===== src/hdl/cfg_table.svh =====
// sensor register table

localparam cam_cfg_pkg::cfg_entry_t CFG_TABLE [cam_cfg_pkg::CFG_NUM] = '{
    // reg_addr  reg_val
    '{16'h3103, 8'h11},  // clock from pad
    '{16'h3008, 8'h82},  // software reset
    '{16'h3008, 8'h42},  // power down during setup
    '{16'h3103, 8'h03},  // system clock from pll
    '{16'h3017, 8'hff},  // output drive
    '{16'h3018, 8'hff},
    // pll
    '{16'h3034, 8'h1a},
    '{16'h3035, 8'h41},
    '{16'h3036, 8'h69},
    '{16'h3037, 8'h13},  // root and pre divider
    '{16'h4300, 8'h61},  // format control
    '{16'h501f, 8'h01},
    // output size 1024 x 720
    '{16'h3808, 8'h04},
    '{16'h3809, 8'h00},
    '{16'h380a, 8'h02},
    '{16'h380b, 8'hd0}
};


===== src/hdl/cam_cfg_pkg.sv =====
// camera config engine
// shared constants and types
package cam_cfg_pkg;

    // ------------------------------------------------------------------------
    // bus and table constants
    // ------------------------------------------------------------------------
    localparam logic [7:0] SCCB_DEV_ID   = 8'h78;  // sensor write address
    localparam int         CFG_NUM       = 16;
    localparam int         CFG_IDX_W     = 4;
    localparam int         QUARTER_DIV   = 125;    // 100 kHz bus at 50 MHz
    localparam int         QUARTER_W     = $clog2(QUARTER_DIV);
    localparam int         SYM_PER_WRITE = 38;     // start, 4 x 9 bits, stop

    // ------------------------------------------------------------------------
    // types
    // ------------------------------------------------------------------------
    typedef struct packed {
        logic [15:0] reg_addr;
        logic [7:0]  reg_val;
    } cfg_entry_t;

    typedef enum logic [1:0] {
        sym_start,
        sym_bit,
        sym_release,
        sym_stop
    } sym_kind_t;

    // one bus symbol
    typedef struct packed {
        sym_kind_t kind;
        logic      bit_val;
    } sccb_cmd_t;

endpackage


===== src/hdl/cfg_sequencer.sv =====
// register table sequencer
`timescale 1ns/1ns

module cfg_sequencer (
    input  logic                    sysclk,
    input  logic                    rst_n,
    output logic                    start,
    output cam_cfg_pkg::cfg_entry_t entry,
    input  logic                    busy,
    input  logic                    done,
    output logic                    cfg_done
);
    import cam_cfg_pkg::*;

    `include "cfg_table.svh"

    typedef enum logic [1:0] {
        ST_LAUNCH,
        ST_WAIT,
        ST_FINISHED
    } seq_state_t;

    seq_state_t           state;
    logic [CFG_IDX_W-1:0] idx;
    logic                 armed;       // one settling cycle out of reset
    logic                 last_entry;

    assign last_entry = (idx == CFG_IDX_W'(CFG_NUM - 1));
    assign entry      = CFG_TABLE[idx];

    always_ff @(posedge sysclk or negedge rst_n) begin
        if (!rst_n) begin
            state    <= ST_LAUNCH;
            idx      <= '0;
            armed    <= 1'b0;
            start    <= 1'b0;
            cfg_done <= 1'b0;
        end else begin
            armed <= 1'b1;
            start <= 1'b0;
            case (state)
                ST_LAUNCH: begin
                    if (armed && !busy) begin
                        start <= 1'b1;
                        state <= ST_WAIT;
                    end
                end
                ST_WAIT: begin
                    if (done) begin
                        if (last_entry) begin
                            cfg_done <= 1'b1;
                            state    <= ST_FINISHED;
                        end else begin
                            idx   <= idx + 1'b1;  // next row launches right away
                            start <= 1'b1;
                        end
                    end
                end
                ST_FINISHED: cfg_done <= 1'b1;  // park until reset
                default:     state <= ST_LAUNCH;
            endcase
        end
    end

    // index never wraps past the last row
    a_idx_park: assert property (@(posedge sysclk) disable iff (!rst_n)
        last_entry |=> last_entry);

endmodule


===== config.mk =====
export PLATFORM = sky130hd
export DESIGN_NAME = cfg_sequencer
export DESIGN_NICKNAME = d
export VERILOG_FILES = /design/src/hdl/cam_cfg_pkg.sv /design/src/hdl/cfg_sequencer.sv
export VERILOG_INCLUDE_DIRS = /design/src /design/src/hdl
export SDC_FILE = /design/constraint.sdc
export NUM_CORES = 1
export LEC_CHECK = 0
export ABC_AREA = 1
export BUFFER_PORTS_ARGS = -buffer_cell sky130_fd_sc_hd__buf_2
export CAP_MARGIN = 20
export CORE_AREA = 2 2 60 45
export CTS_CLUSTER_SIZE = 10
export DETAILED_ROUTE_END_ITERATION = 6
export DIE_AREA = 0 0 62 47
export GPL_TIMING_DRIVEN = 1
export PLACE_DENSITY = 0.65
export SLEW_MARGIN = 30
export SYNTH_ARGS = -nofsm -noshare
export SYNTH_HDL_FRONTEND = slang
export SYNTH_SLANG_ARGS = --single-unit

===== constraint.sdc =====
create_clock -name sysclk -period 1.7 [get_ports sysclk]
set_input_delay 0.34 -clock sysclk [delete_from_list [all_inputs] [get_ports sysclk]]
set_output_delay 0.34 -clock sysclk [all_outputs]
set_load 0.01 [all_outputs]

### After elaboration in Yosys (flattened, before gate mapping)

Memory sizes are Yosys's and may differ from the RTL's.
Cells that the tools add are included.

| cells by class | value |
|---|---|
| order comparisons | 1 |
| equality and inequality tests | 6 |
| multiplexer cells | 13 |
| add/sub/neg operators | 1 |
| reductions and logical operators | 7 |
| bitwise gates (word level) | 3 |

Operators with widths:

| cell | count |
|---|---|
| two-way mux 24 bit | 2 |
| two-way mux 2 bit | 3 |
| inequality test 2 bit, second input constant | 3 |
| one-hot mux 2 bit (3 select lines) | 1 |
| AND reduction 3 bit | 2 |
| >= comparator 5 bit, second input constant | 1 |
| two-way mux 1 bit | 5 |
| NOT 4 -> 5 bit | 1 |
| adder 4 x 1 -> 4 bit, second input constant | 1 |
| equality test 4 bit, second input constant | 1 |
| one-hot mux 1 bit (2 select lines) | 2 |
| AND reduction 4 bit | 1 |
| equality test 2 x 1 -> 1 bit, second input constant | 1 |
| equality test 2 bit, second input constant | 1 |
| zero test 2 bit | 1 |
| NOT 1 bit | 2 |
| nonzero test 2 bit | 1 |
| logical AND 1 bit | 1 |
| zero test 1 bit | 1 |

| storage, ports and cells | value |
|---|---|
| ROM bits | 384 |
| input bits | 4 |
| memories | 1 |
| register bits after elaboration | 9 |
| word-level logic and storage cells | 37 |
| output and inout port bits | 26 |

Memories:

| memory | depth | width | rd ports | clocked after memory_dff | write ports | line | RTL |
|---|---|---|---|---|---|---|---|
| (name not given) | 16 | 24 | 1 | 0 | 0 | cfg_sequencer.sv:29 | `assign entry = CFG_TABLE[idx];` |

### Logic depth before layout (Yosys ltp)

| logic depth | value |
|---|---|
| word-level depth | 4 |
| mapped depth | 7 |
| gate-level depth less buffers | 6 |

### Worst setup path before layout

OpenSTA, ideal clock, no wires.

| timing | value |
|---|---|
| kind | reg-to-output |
| from | register idx[1] |
| to | output entry[11] (netlist bit) |
| required time | 1360 ps |
| cell stages (with the launch flop) | 8 |
| buffers on the path | 1 |
| slack | 89 ps |
| arrival | 1271 ps |
| path through | dfrtp_1 buf_2 inv_1 ha_1 nor2_1 nand2_1 nand2_1 nor2_1 |

RTL lines:

| item | line | RTL |
|---|---|---|
| start, declared | cfg_sequencer.sv:24 | `logic [CFG_IDX_W-1:0] idx;` |
| start signal, assigned | cfg_sequencer.sv:54 | `idx <= idx + 1'b1;` |
| end, declared | cfg_sequencer.sv:8 | `output cam_cfg_pkg::cfg_entry_t entry,` |

==> flow_summary.json <==
{
  "outcome": "complete, but fails checks",
  "failed_checks": "setup timing",
  "switching_share_pct": 20.70,
  "critical-path-slowest-cell": "sky130_fd_sc_hd__dfrtp_2",
  "rr_startpoint": "idx[2]$_DFFE_PN0P_",
  "vias_per_cell": 4.753,
  "area.growth.synth_to_final_pct": 54.37,
  "clock_tree.htree_level_count": 1,
  "multi_input_area_um2": 568.0,
  "grt_setup_unrepaired": "true",
  "drt_iter0_markers": 34,
  "timing.fmax_mhz": 545.6,
  "setup.worst_path.start_class": "register",
  "cts_buffer_depth": 2,
  "sequential_group_share_of_total_power_pct": 55.2,
  "min_path_type": "input pin to register",
  "cts_tree": "built",
  "data_arrival_at_the_endpoint_of_the_critical_path_ns": 1.49,
  "cts_inserted_buffers": 3,
  "timing.critical_path.buf_inv": 4,
  "critical_path_cell_count": 6,
  "postPlaceCellArea_um2": 960.9,
  "r2r_cells": 6,
  "post_layout_nets": 173,
  "fp-row-count": 15,
  "antenna_viol_nets_final": 0,
  "top_layer": "met4",
  "critPathLaunch": "idx[0]$_DFFE_PN0P_",
  "maxcap_viol_count": 0,
  "die_width_um": 62,
  "cp_max_fo": 5,
  "r2r_slack_ns": 0.39,
  "dp_hpwl_um": 1488,
  "crit_path_cell_trace": "inv_4, buf_6, ha_4, inv_4, o211ai_1, buf_2",
  "finalWorstSetupSlack_ns": -0.1330,
  "detail_route.first_pass.iterations": 4,
  "wire_per_inst_um": 11.61,
  "final_design_area_no_fill_um2": 1215,
  "fin_cells": 194,
  "worst-endpoint-required_ns": 1.36,
  "post_synth.cell_area_avg_um2": 6.727,
  "crit_top_cell": "sky130_fd_sc_hd__inv_4",
  "clkSinkCount": 9,
  "floorplan.initialDensity_pct": 33.55,
  "routed-wl-met2_um": 1087,
  "ys_types": 19,
  "synth_seq_area_share_pct": 28.62,
  "timing.final.crit_share_pct": 107.8,
  "critical_path.max_stage_delay_ns": 0.46,
  "num_antenna_cells": 0,
  "ys_warn_count": 0,
  "p_leak_uw": 0.0006151,
  "power_density_nw_per_um2": 321.7,
  "wl_met1_um": 962,
  "timing.final.max_slew_violations": 0,
  "finalCriticalPeriod_ns": 1.833,
  "buffer_ports.inserted": 25,
  "dr_total_vias": 922,
  "gp_routability_congestion": 0.9162,
  "number_of_drc_violations_after_detailed_routing": 0,
  "met3_wirelength_um": 134,
  "clk_root_buffer_cell": "sky130_fd_sc_hd__clkbuf_4",
  "worst_skew_pair_latency_ns": 0.26,
  "drive_gt1_share_pct": 50.00,
  "gr-total-overflow": 0,
  "setup.worst_path.class": "register to primary output",
  "ys_seq_elements": 9,
  "intPower_uw": 310.0,
  "fin_total_pwr_uw": 390.9,
  "antenna_found_initial": 0,
  "grt_pass1_wl_um": 3125,
  "die_area_um2": 2914,
  "area_of_the_core_um2": 2346,
  "cts.reportedPaths.clkPinSlew_ns": 0.06,
  "largest_net_degree_at_the_start_of_global_routing": 10,
  "max-vdd-ir-drop_v": 0.0002393,
  "place_inst": 178,
  "grt_pass1_vias": 739,
  "globalRouteTotalUtil_pct": 14.53,
  "synthCells": 117,
  "synthesis.area_um2": 787.0,
  "fin_worst_skew_ns": 0.004987,
  "finalHoldViolCount": 0,
  "total_neg_setup_slack_ns": -0.8423,
  "io_pins": 30,
  "final.hold.worst_slack_ns": 0.3817,
  "hold_path_startpoint": "done",
  "final_setup_vio_count": 13,
  "chipHeight_um": 47,
  "share_clk_of_total_power_pct": 41.1,
  "worst_setup_path_end_kind": "primary output",
  "hold-path-cell-count": 3,
  "net-switching-power_uw": 80.91,
  "power.combinational.fraction_pct": 3.7,
  "wirelength_um": 2252,
  "seqCellArea_um2": 230.2,
  "path_delay_family": "flip-flops",
  "fillCellCount": 227
}
routing by layer:
layer	GRT usage, %	vias to the layer above
met1	19.67	424
met5	0	-
li1	-	450
met2	23.75	38
met4	2.979	0
met3	3.581	10
registers in the layout, indices dropped and copies added, names as in the netlist:
register,count
armed,1
cfg_done,1
idx,4
start,1
state,2
timing repair:
action,4_1_cts,5_1_grt
cloned,0,0
setup endpoints to repair,18,17
hold buffers,1,0
gates resized for setup,28,18
setup buffers,6,5
endpoints found under the hold margin,9,0
pin swaps,3,10
final timing paths:
kind / end
min reg2reg: cfg_done$_DFFE_PN0P_
min in group asynchronous: cfg_done$_DFFE_PN0P_
max in group asynchronous: idx[3]$_DFFE_PN0P_
max: entry[1]
max reg2reg: idx[0]$_DFFE_PN0P_
min: state[1]$_DFFE_PN0P_
metrics by stage:
stage               setup WS (ns)  util, %
detailed placement        0.06013    40.96
CTS                       -0.1316    47.89
global placement           0.1117    40.96
finish                    -0.1330    51.79
floorplan                 0.08850        -
global route              -0.2011    51.79
logic make-up (layout without fill, tap and decap cells):
| group | count (synthesis) | after routing | synth area share [%] |
|---|---|---|---|
| AO/OA/AOI/OAI | 11 | 11 | 7.949 |
| adder cells (fa/ha/maj) | 8 | 8 | 12.72 |
| buffers and inverters | 24 | 64 | 14.47 |
| flip-flops | 9 | 9 | 28.62 |
| other | 2 | 5 | 0.9543 |
| AND/OR/NAND/NOR | 63 | 63 | 35.30 |
cells in the mapped netlist (all sizes together):
cell type,n,area [um^2]
o211ai,1,7.510
nand2,37,141.4
inv,17,63.81
ha,8,100.1
o22ai,2,12.51
nor2,10,47.55
nand4,5,31.28
conb,2,7.510
nand3,10,50.05
buf,7,50.04
dfrtp,9,225.2
nand3b,1,7.510
o21ai,7,35.03
o21a,1,7.510
tightest hold or removal path, stage by stage:
cell	delay (ns)
sky130_fd_sc_hd__buf_2	0.11
sky130_fd_sc_hd__nand3_1	0.10
sky130_fd_sc_hd__nand2_1	0.06
power groups by stage:
stage                     Sequential, uW  Combinational (uW)  Clock [uW]
after floorplan                      220                11.7           0
after global placement               220                12.7           0
after detailed placement             220                12.9           0
after CTS                            216                14.7         168
after global routing                 216                17.5         176
final                                216                14.6         160
cell type report:
class | count | share of cell area [%]
well taps | 34 | 3.502
multi-input cells | 87 | 46.76
flip-flops and latches | 9 | 18.95
repair buffers | 43 | 22.55
inverters | 17 | 6.076
clock buffers | 4 | 2.163
layout by cell type (no fill, tap or decap), drive strengths merged:
cell,n
o211ai,1
buf,42
nand2,37
nand3,10
o22ai,2
o21a,1
nand4,5
nor2,10
ha,8
nand3b,1
o21ai,7
conb,5
clkbuf,4
inv,17
dfrtp,9
dlygate4sd3,1
Power figures use the tool's default switching activity.
