### src/hdl/cfg_table.svh
// sensor register table

localparam cam_cfg_pkg::cfg_entry_t CFG_TABLE [cam_cfg_pkg::CFG_NUM] = '{
    // reg_addr  reg_val
    '{16'h3103, 8'h11},  // clock from pad
    '{16'h3008, 8'h82},  // software reset
    '{16'h3008, 8'h42},  // power down during setup
    '{16'h3103, 8'h03},  // system clock from pll
    '{16'h3017, 8'hff},  // output drive
    '{16'h3018, 8'hff},
    // pll
    '{16'h3034, 8'h1a},
    '{16'h3035, 8'h41},
    '{16'h3036, 8'h69},
    '{16'h3037, 8'h13},  // root and pre divider
    '{16'h4300, 8'h61},  // format control
    '{16'h501f, 8'h01},
    // output size 1024 x 720
    '{16'h3808, 8'h04},
    '{16'h3809, 8'h00},
    '{16'h380a, 8'h02},
    '{16'h380b, 8'hd0}
};

### src/hdl/cam_cfg_pkg.sv
// camera config engine
// shared constants and types
package cam_cfg_pkg;

    // ------------------------------------------------------------------------
    // bus and table constants
    // ------------------------------------------------------------------------
    localparam logic [7:0] SCCB_DEV_ID   = 8'h78;  // sensor write address
    localparam int         CFG_NUM       = 16;
    localparam int         CFG_IDX_W     = 4;
    localparam int         QUARTER_DIV   = 125;    // 100 kHz bus at 50 MHz
    localparam int         QUARTER_W     = $clog2(QUARTER_DIV);
    localparam int         SYM_PER_WRITE = 38;     // start, 4 x 9 bits, stop

    // ------------------------------------------------------------------------
    // types
    // ------------------------------------------------------------------------
    typedef struct packed {
        logic [15:0] reg_addr;
        logic [7:0]  reg_val;
    } cfg_entry_t;

    typedef enum logic [1:0] {
        sym_start,
        sym_bit,
        sym_release,
        sym_stop
    } sym_kind_t;

    // one bus symbol
    typedef struct packed {
        sym_kind_t kind;
        logic      bit_val;
    } sccb_cmd_t;

endpackage

### src/hdl/sccb_frame.sv
// sccb write framer
`timescale 1ns/1ns

module sccb_frame (
    input  logic                    sysclk,
    input  logic                    rst_n,
    input  logic                    start,
    input  cam_cfg_pkg::cfg_entry_t entry,
    output logic                    busy,
    output logic                    done,
    output cam_cfg_pkg::sccb_cmd_t  cmd,
    output logic                    cmd_strobe,
    input  logic                    sym_done
);
    import cam_cfg_pkg::*;

    logic [31:0] shreg;      // id, addr hi, addr lo, value
    logic [1:0]  byte_cnt;
    logic [3:0]  bit_cnt;    // bits sent in current byte
    logic        adv;
    logic        issue_bit;

    assign adv = busy && sym_done;

    // next symbol is a data bit
    always_comb begin
        case (cmd.kind)
            sym_start:   issue_bit = adv;
            sym_bit:     issue_bit = adv && (bit_cnt != 4'd8);
            sym_release: issue_bit = adv && (byte_cnt != 2'd3);
            default:     issue_bit = 1'b0;
        endcase
    end

    // ------------------------------------------------------------------------
    // symbol sequencing
    // ------------------------------------------------------------------------
    always_ff @(posedge sysclk or negedge rst_n) begin
        if (!rst_n) begin
            busy       <= 1'b0;
            done       <= 1'b0;
            cmd_strobe <= 1'b0;
            cmd        <= '{kind: sym_stop, bit_val: 1'b0};
            byte_cnt   <= '0;
            bit_cnt    <= '0;
        end else begin
            done       <= 1'b0;
            cmd_strobe <= 1'b0;
            if (done) begin
                busy <= 1'b0;
            end
            if (start) begin
                busy       <= 1'b1;
                cmd        <= '{kind: sym_start, bit_val: 1'b0};
                cmd_strobe <= 1'b1;
                byte_cnt   <= '0;
                bit_cnt    <= '0;
            end else if (issue_bit) begin
                cmd        <= '{kind: sym_bit, bit_val: shreg[31]};  // msb first
                cmd_strobe <= 1'b1;
                bit_cnt    <= bit_cnt + 4'd1;
                if (cmd.kind == sym_release) begin
                    byte_cnt <= byte_cnt + 2'd1;
                end
            end else if (adv) begin
                case (cmd.kind)
                    sym_bit: begin
                        cmd        <= '{kind: sym_release, bit_val: 1'b1};  // ninth bit
                        cmd_strobe <= 1'b1;
                        bit_cnt    <= '0;
                    end
                    sym_release: begin
                        cmd        <= '{kind: sym_stop, bit_val: 1'b0};
                        cmd_strobe <= 1'b1;
                    end
                    default: done <= 1'b1;  // stop has gone out
                endcase
            end
        end
    end

    always_ff @(posedge sysclk) begin
        if (start) begin
            shreg <= {SCCB_DEV_ID, entry.reg_addr, entry.reg_val};
        end else if (issue_bit) begin
            shreg <= {shreg[30:0], 1'b0};
        end
    end

    a_start_idle: assert property (@(posedge sysclk) disable iff (!rst_n)
        start |-> !busy);

    // strobes only follow a finished symbol or a new write
    a_strobe_src: assert property (@(posedge sysclk) disable iff (!rst_n)
        cmd_strobe |-> $past(sym_done) || $past(start));

endmodule

### config.mk
export PLATFORM = sky130hd
export DESIGN_NAME = sccb_frame
export DESIGN_NICKNAME = d
export VERILOG_FILES = /design/src/hdl/cfg_table.svh /design/src/hdl/cam_cfg_pkg.sv /design/src/hdl/sccb_frame.sv
export SDC_FILE = /design/constraint.sdc
export NUM_CORES = 1
export LEC_CHECK = 0
export BUFFER_PORTS_ARGS = -buffer_cell sky130_fd_sc_hd__buf_2
export CAP_MARGIN = 0
export CORE_MARGIN = 2
export CORE_UTILIZATION = 44
export CTS_BUF_LIST = sky130_fd_sc_hd__clkbuf_2
export DETAILED_ROUTE_END_ITERATION = 16
export PLACE_DENSITY_LB_ADDON = 0.12
export SETUP_SLACK_MARGIN = 0.1
export SYNTH_ARGS = -nofsm -noshare
export SYNTH_HDL_FRONTEND = slang
export SYNTH_SLANG_ARGS = --single-unit
### constraint.sdc
create_clock -name sysclk -period 2.34 [get_ports sysclk]
set_input_delay 0.468 -clock sysclk [delete_from_list [all_inputs] [get_ports sysclk]]
set_output_delay 0.468 -clock sysclk [all_outputs]
set_load 0.03 [all_outputs]
* After elaboration in Yosys (flattened, before gate mapping)
Index checks and enable logic that the tools add are counted.
** Operators by class
- Reduce and logical (&&, ||, !) cells :: 14
- $add $sub $neg :: 2
- Mux-type cells :: 24
- Equality and inequality tests :: 4
** Operators by type and width (count)
- $mux 24 :: 2
- $mux 4 :: 4
- $mux 1 :: 10
- $mux 3 :: 3
- $mux 2 :: 3
- $pmux 3 s2 :: 1
- $reduce_and 2->1 :: 3
- $reduce_bool 2->1 :: 3
- $reduce_bool 3->1 :: 2
- $add 4x1->4 const B :: 1
- $ne 4x4->1 const B :: 1
- $reduce_bool 4->1 :: 1
- $logic_and 1x1->1 :: 3
- $pmux 1 s3 :: 1
- $add 2x1->2 const B :: 1
- $eq 2x1->1 const B :: 1
- $eq 2x2->1 const B :: 1
- $logic_not 2->1 :: 1
- $ne 2x2->1 const B :: 1
- $reduce_or 2->1 :: 1
** Storage, ports and cells
- Bits in registers :: 44
- Logic and storage cells :: 53
- Input port bits :: 28

* Logic depth before layout (Yosys ltp)
- Word-level depth :: 6
- Depth in mapped cells :: 7
- Mapped depth without buffers :: 7

* Worst setup path before layout
Ideal clock, no wire load.
- Path type :: register to register
- Start point :: reg cmd[2] (netlist bit)
- End point :: reg shreg[0] (enable)
- Required time :: 1.976 ns
- Path slack :: 0.066 ns
- Period minus slack after synthesis :: 2.274 ns
- Path buffers :: 0
- Arrival :: 1.910 ns
- Stages on the path, launching flop included :: 7
- Path through :: dfstp_2 inv_1 ha_1 a21boi_0 a21o_2 a21oi_4 inv_2
** Between the ends
- Longest elaborated chain between the ends :: 3
** RTL lines
- start: declaration :: RTL line sccb_frame.sv:11 : output cam_cfg_pkg::sccb_cmd_t cmd,
- start signal: assignment :: RTL line sccb_frame.sv:43 : cmd <= '{kind: sym_stop, bit_val: 1'b0};
- start signal: assignment :: RTL line sccb_frame.sv:54 : cmd <= '{kind: sym_start, bit_val: 1'b0};
- start signal: assignment :: RTL line sccb_frame.sv:59 : cmd <= '{kind: sym_bit, bit_val: shreg[31]};
- $eq 2x2->1 (tied with other cells) :: RTL line sccb_frame.sv:27 : case (cmd.kind)
- $pmux 1 s3 * :: RTL line sccb_frame.sv:27
- $reduce_bool 2->1 (no source line) *
- end signal: assignment :: RTL line sccb_frame.sv:84 : shreg <= {SCCB_DEV_ID, entry.reg_addr, entry.reg_val};
- end signal: assignment :: RTL line sccb_frame.sv:86 : shreg <= {shreg[30:0], 1'b0};
- end: declaration :: RTL line sccb_frame.sv:17 : logic [31:0] shreg;
Mark *: on every way between the ends. The rest lies on a longest branch, timed or not.
A chain may end at the register's enable or synchronous reset.

* Final worst setup path
- Start point :: reg cmd[1] (netlist bit)
- End point :: reg shreg[21] (enable)
Same word-level chain as after synthesis.

==> key figures <==
Global route
  – Largest net degree at the start of global routing: 38
  – Initial antenna violation count: 0
  – Overflow after GRT: 0
  – First-pass GRT wire length: 5.844 mm
  – Vias in the first global route: 1213
  – Gr usage total: 0.1509

Worst setup path
  – Worst setup SP type: register
  – Critical-path maximum fanout: 15
  – Critical Path RT: 2.54 ns
  – WP data arrival: 2.37 ns
  – Critical path class: register to register
  – Worst setup EP type: register

Placed design
  – Hpwl dp: 2.469 mm
  – Routability cong.: 0.8960
  – Place WS: 0.07260 ns
  – Dpl cells: 219
  – Buffers on Ports: 33

Flow run
  – Total of max-cap violations: 0

Synth
  – Largest family of logic cells by synthesized area: multiplexers
  – XOR/XNOR share of the synthesized area: 0.008872
  – Post-synth EDFFs: 24
  – Cells after Synth: 139
  – Synthesized-area fraction occupied by adder cells: 0.04436
  – Yosys Warn Count: 0
  – Post-synth cell types: 40
  – Sequential fraction of the synthesis area: 0.5995
  – Post-Syn Area: 0.001974 mm^2
  – Compound-Gate Fraction of Synth Area: 0.09506
  – Post-synth top flop: edfxtp_1
  – Mapped Nets: 174
  – Post-Synth Simple-Gate Area: 0.07731
  – Fraction of registers with async set/reset: 0.2727
  – Avg Cell Area, Syn: 14.20 um^2
  – Seq cells post-synth: 44
  – Mux cell area share after synthesis: 0.1470

Power
  – Pwr/cell area: 783.4 mW/mm^2
  – Worst VDD drop: 0.3279 mV
  – Tot Pwr: 0.001788 W
  – Static Leakage: 0.9429 nW

Layout
  – Share of layout cells above drive strength 1: 0.4530
  – Area Overhead vs Synth: 15.59%
  – Post-route insts no fill: 233
  – Most common cell after layout, fill and taps aside: buf_2
  – Filler cell count: 388
  – Nets: 215
  – Final core occ: 0.5278
  – Most frequent cells in the layout: buf_2, mux2_2, edfxtp_1, dfrtp_1, dfxtp_1
  – Diode count: 0

Route
  – Residual DRC: 0
  – Vias/cell: 5.292
  – WL final: 3.597 mm
  – Antenna viol nets, final: 0
  – Drt wl/cell: 15.44 um
  – DRT iter0 DRCs: 105
  – DRT Pass-1 Iters: 4
  – Total number of vias: 1233

Clock network
  – Num CTS Buffers: 5
  – H-tree Lvls: 2
  – Max clock buf depth: 2
  – Clk sinks: 44
  – Clock Root Buffer: clkbuf_2
  – CTS tree: built
  – Clock transition at the registers of the reported paths: 0.23 ns
  – Worst skew pair latency: 0.40 ns

Timing
  – Final WS setup: 0.1711 ns
  – Max-slew violations: 0
  – Fin Clk Skew: 0.02767 ns
  – Slew Limit Headroom: 0.4956
  – Worst-Margin Slew: 0.7567 ns
  – RSZ-0062 raised after global routing: no
  – Period utilization: 0.9269
  – Fmax: 0.4611 GHz
  – Min Clock Period, post-route: 2.169 ns
  – Post-route setup TNS: 0 ns
  – Hold Vio Cnt, Final: 0
  – Final setup violation count: 0

Status
  – Status: complete, no violations

Floorplanning
  – I/O Pins: 34
  – Die Y: 70.99 um
  – Starting Density: 0.4566
  – Die ar.: 0.005039 mm^2
  – Row cnt: 24
  – Die Wd: 70.99 um
  – Core area: 0.004324 mm^2

Hold path
  – Hold Crit Class: input pin to register
-- worst paths after layout --
| kind | cells past startpoint | slack (ns) | endpoint | from |
|---|---|---|---|---|
| worst max-delay path | 7 | 0.17 | shreg[21] | cmd[1] |
| worst min-delay path | 2 | 0.35 | shreg[12] | entry[12] |
| worst max register to register | 7 | 0.17 | shreg[21] | cmd[1] |
| worst min register to register | 1 | 0.48 | cmd[0] | shreg[31] |
| max in group asynchronous | 2 | 1.62 | cmd[2] | rst_n |
| min in group asynchronous | 2 | 0.45 | bit_cnt[3] | rst_n |
-- cell usage after synthesis, types with 2 or more instances --
master / n / area (um^2)
mux2i_1: 2 / 20.02
inv_1: 6 / 22.52
dfstp_2: 2 / 52.55
o21ai_0: 2 / 10.01
nand2_1: 4 / 15.01
edfxtp_1: 24 / 720.7
nor3_1: 2 / 10.01
o2111ai_1: 2 / 17.52
a22o_2: 6 / 60.06
buf_2: 2 / 10.01
dfxtp_1: 8 / 160.2
and2_1: 2 / 12.51
and3b_1: 2 / 17.52
nand3_1: 2 / 10.01
ha_1: 7 / 87.58
dfrtp_1: 10 / 250.2
o22a_1: 5 / 43.79
mux2_2: 24 / 270.3
nor2_1: 6 / 22.52
-- power by group --
group / switching (W) / leakage [nW] / internal (W)
combinational: 0.000256 / 0.462 / 0.000193
clock: 0.000241 / 0.0226 / 0.0000693
sequential: 0.0000531 / 0.458 / 0.000976
total: 0.000550 / 0.943 / 0.00124
-- cell families (layout without fill, tap and decap cells) --
| group | after synthesis | count (layout) |
|---|---|---|
| AO/OA/AOI/OAI | 21 | 21 |
| XOR/XNOR | 2 | 2 |
| adder cells (fa/ha/maj) | 7 | 7 |
| buffers and inverters | 12 | 54 |
| flip-flops | 44 | 44 |
| multiplexers | 26 | 26 |
| AND/OR/NAND/NOR | 27 | 27 |
-- worst max-delay path, stage by stage, from the launching register on --
cell	delay, ns
dfstp_2	0.60
inv_1	0.07
ha_1	0.33
a21boi_1	0.16
a21o_2	0.27
a21oi_4	0.27
buf_4	0.20
inv_6	0.07
-- repair_timing --
action	in CTS	in global routing
pin swaps	0	1
buffers inserted	0	4
endpoints found under the setup margin	28	38
hold endpoints to repair	10	0
cloned	0	1
resized for setup	1	5
hold buffers	1	0
-- sequential cells by signal, summed over array words and instances (netlist names) --
register	cells
shreg	32
bit_cnt	4
cmd	3
byte_cnt	2
busy	1
cmd_strobe	1
done	1
-- final cells by class --
| cell class | instances | area (um^2) | area share |
|---|---|---|---|
| tap | 52 | 65.06 | 0.02851 |
| clock buffer | 5 | 25.02 | 0.01096 |
| clock inverter | 3 | 18.77 | 0.008224 |
| timing repair inverter | 1 | 8.758 | 0.003838 |
| sequential | 44 | 1184 | 0.5186 |
| timing repair buffer | 38 | 205.2 | 0.08991 |
| inverter | 7 | 38.79 | 0.01700 |
| multi-input combinational | 83 | 737.0 | 0.3229 |
-- per-stage QoR --
stage / hold WS, ns / area (um^2)
floorplan: 0.1724 / 1977
global placement: 0.3590 / 2178
detailed placement: 0.3649 / 2178
CTS: 0.3149 / 2235
global route: 0.2901 / 2282
finish: 0.3460 / 2282
-- layer usage --
metal,vias to the layer above,track usage,wire (um)
met4,0,0.06289,42
li1,601,-,-
met2,25,0.2451,1813
met1,602,0.1954,1621
met3,5,0.03419,119
met5,-,0,0
No activity file was read; power rests on OpenSTA's default activity.
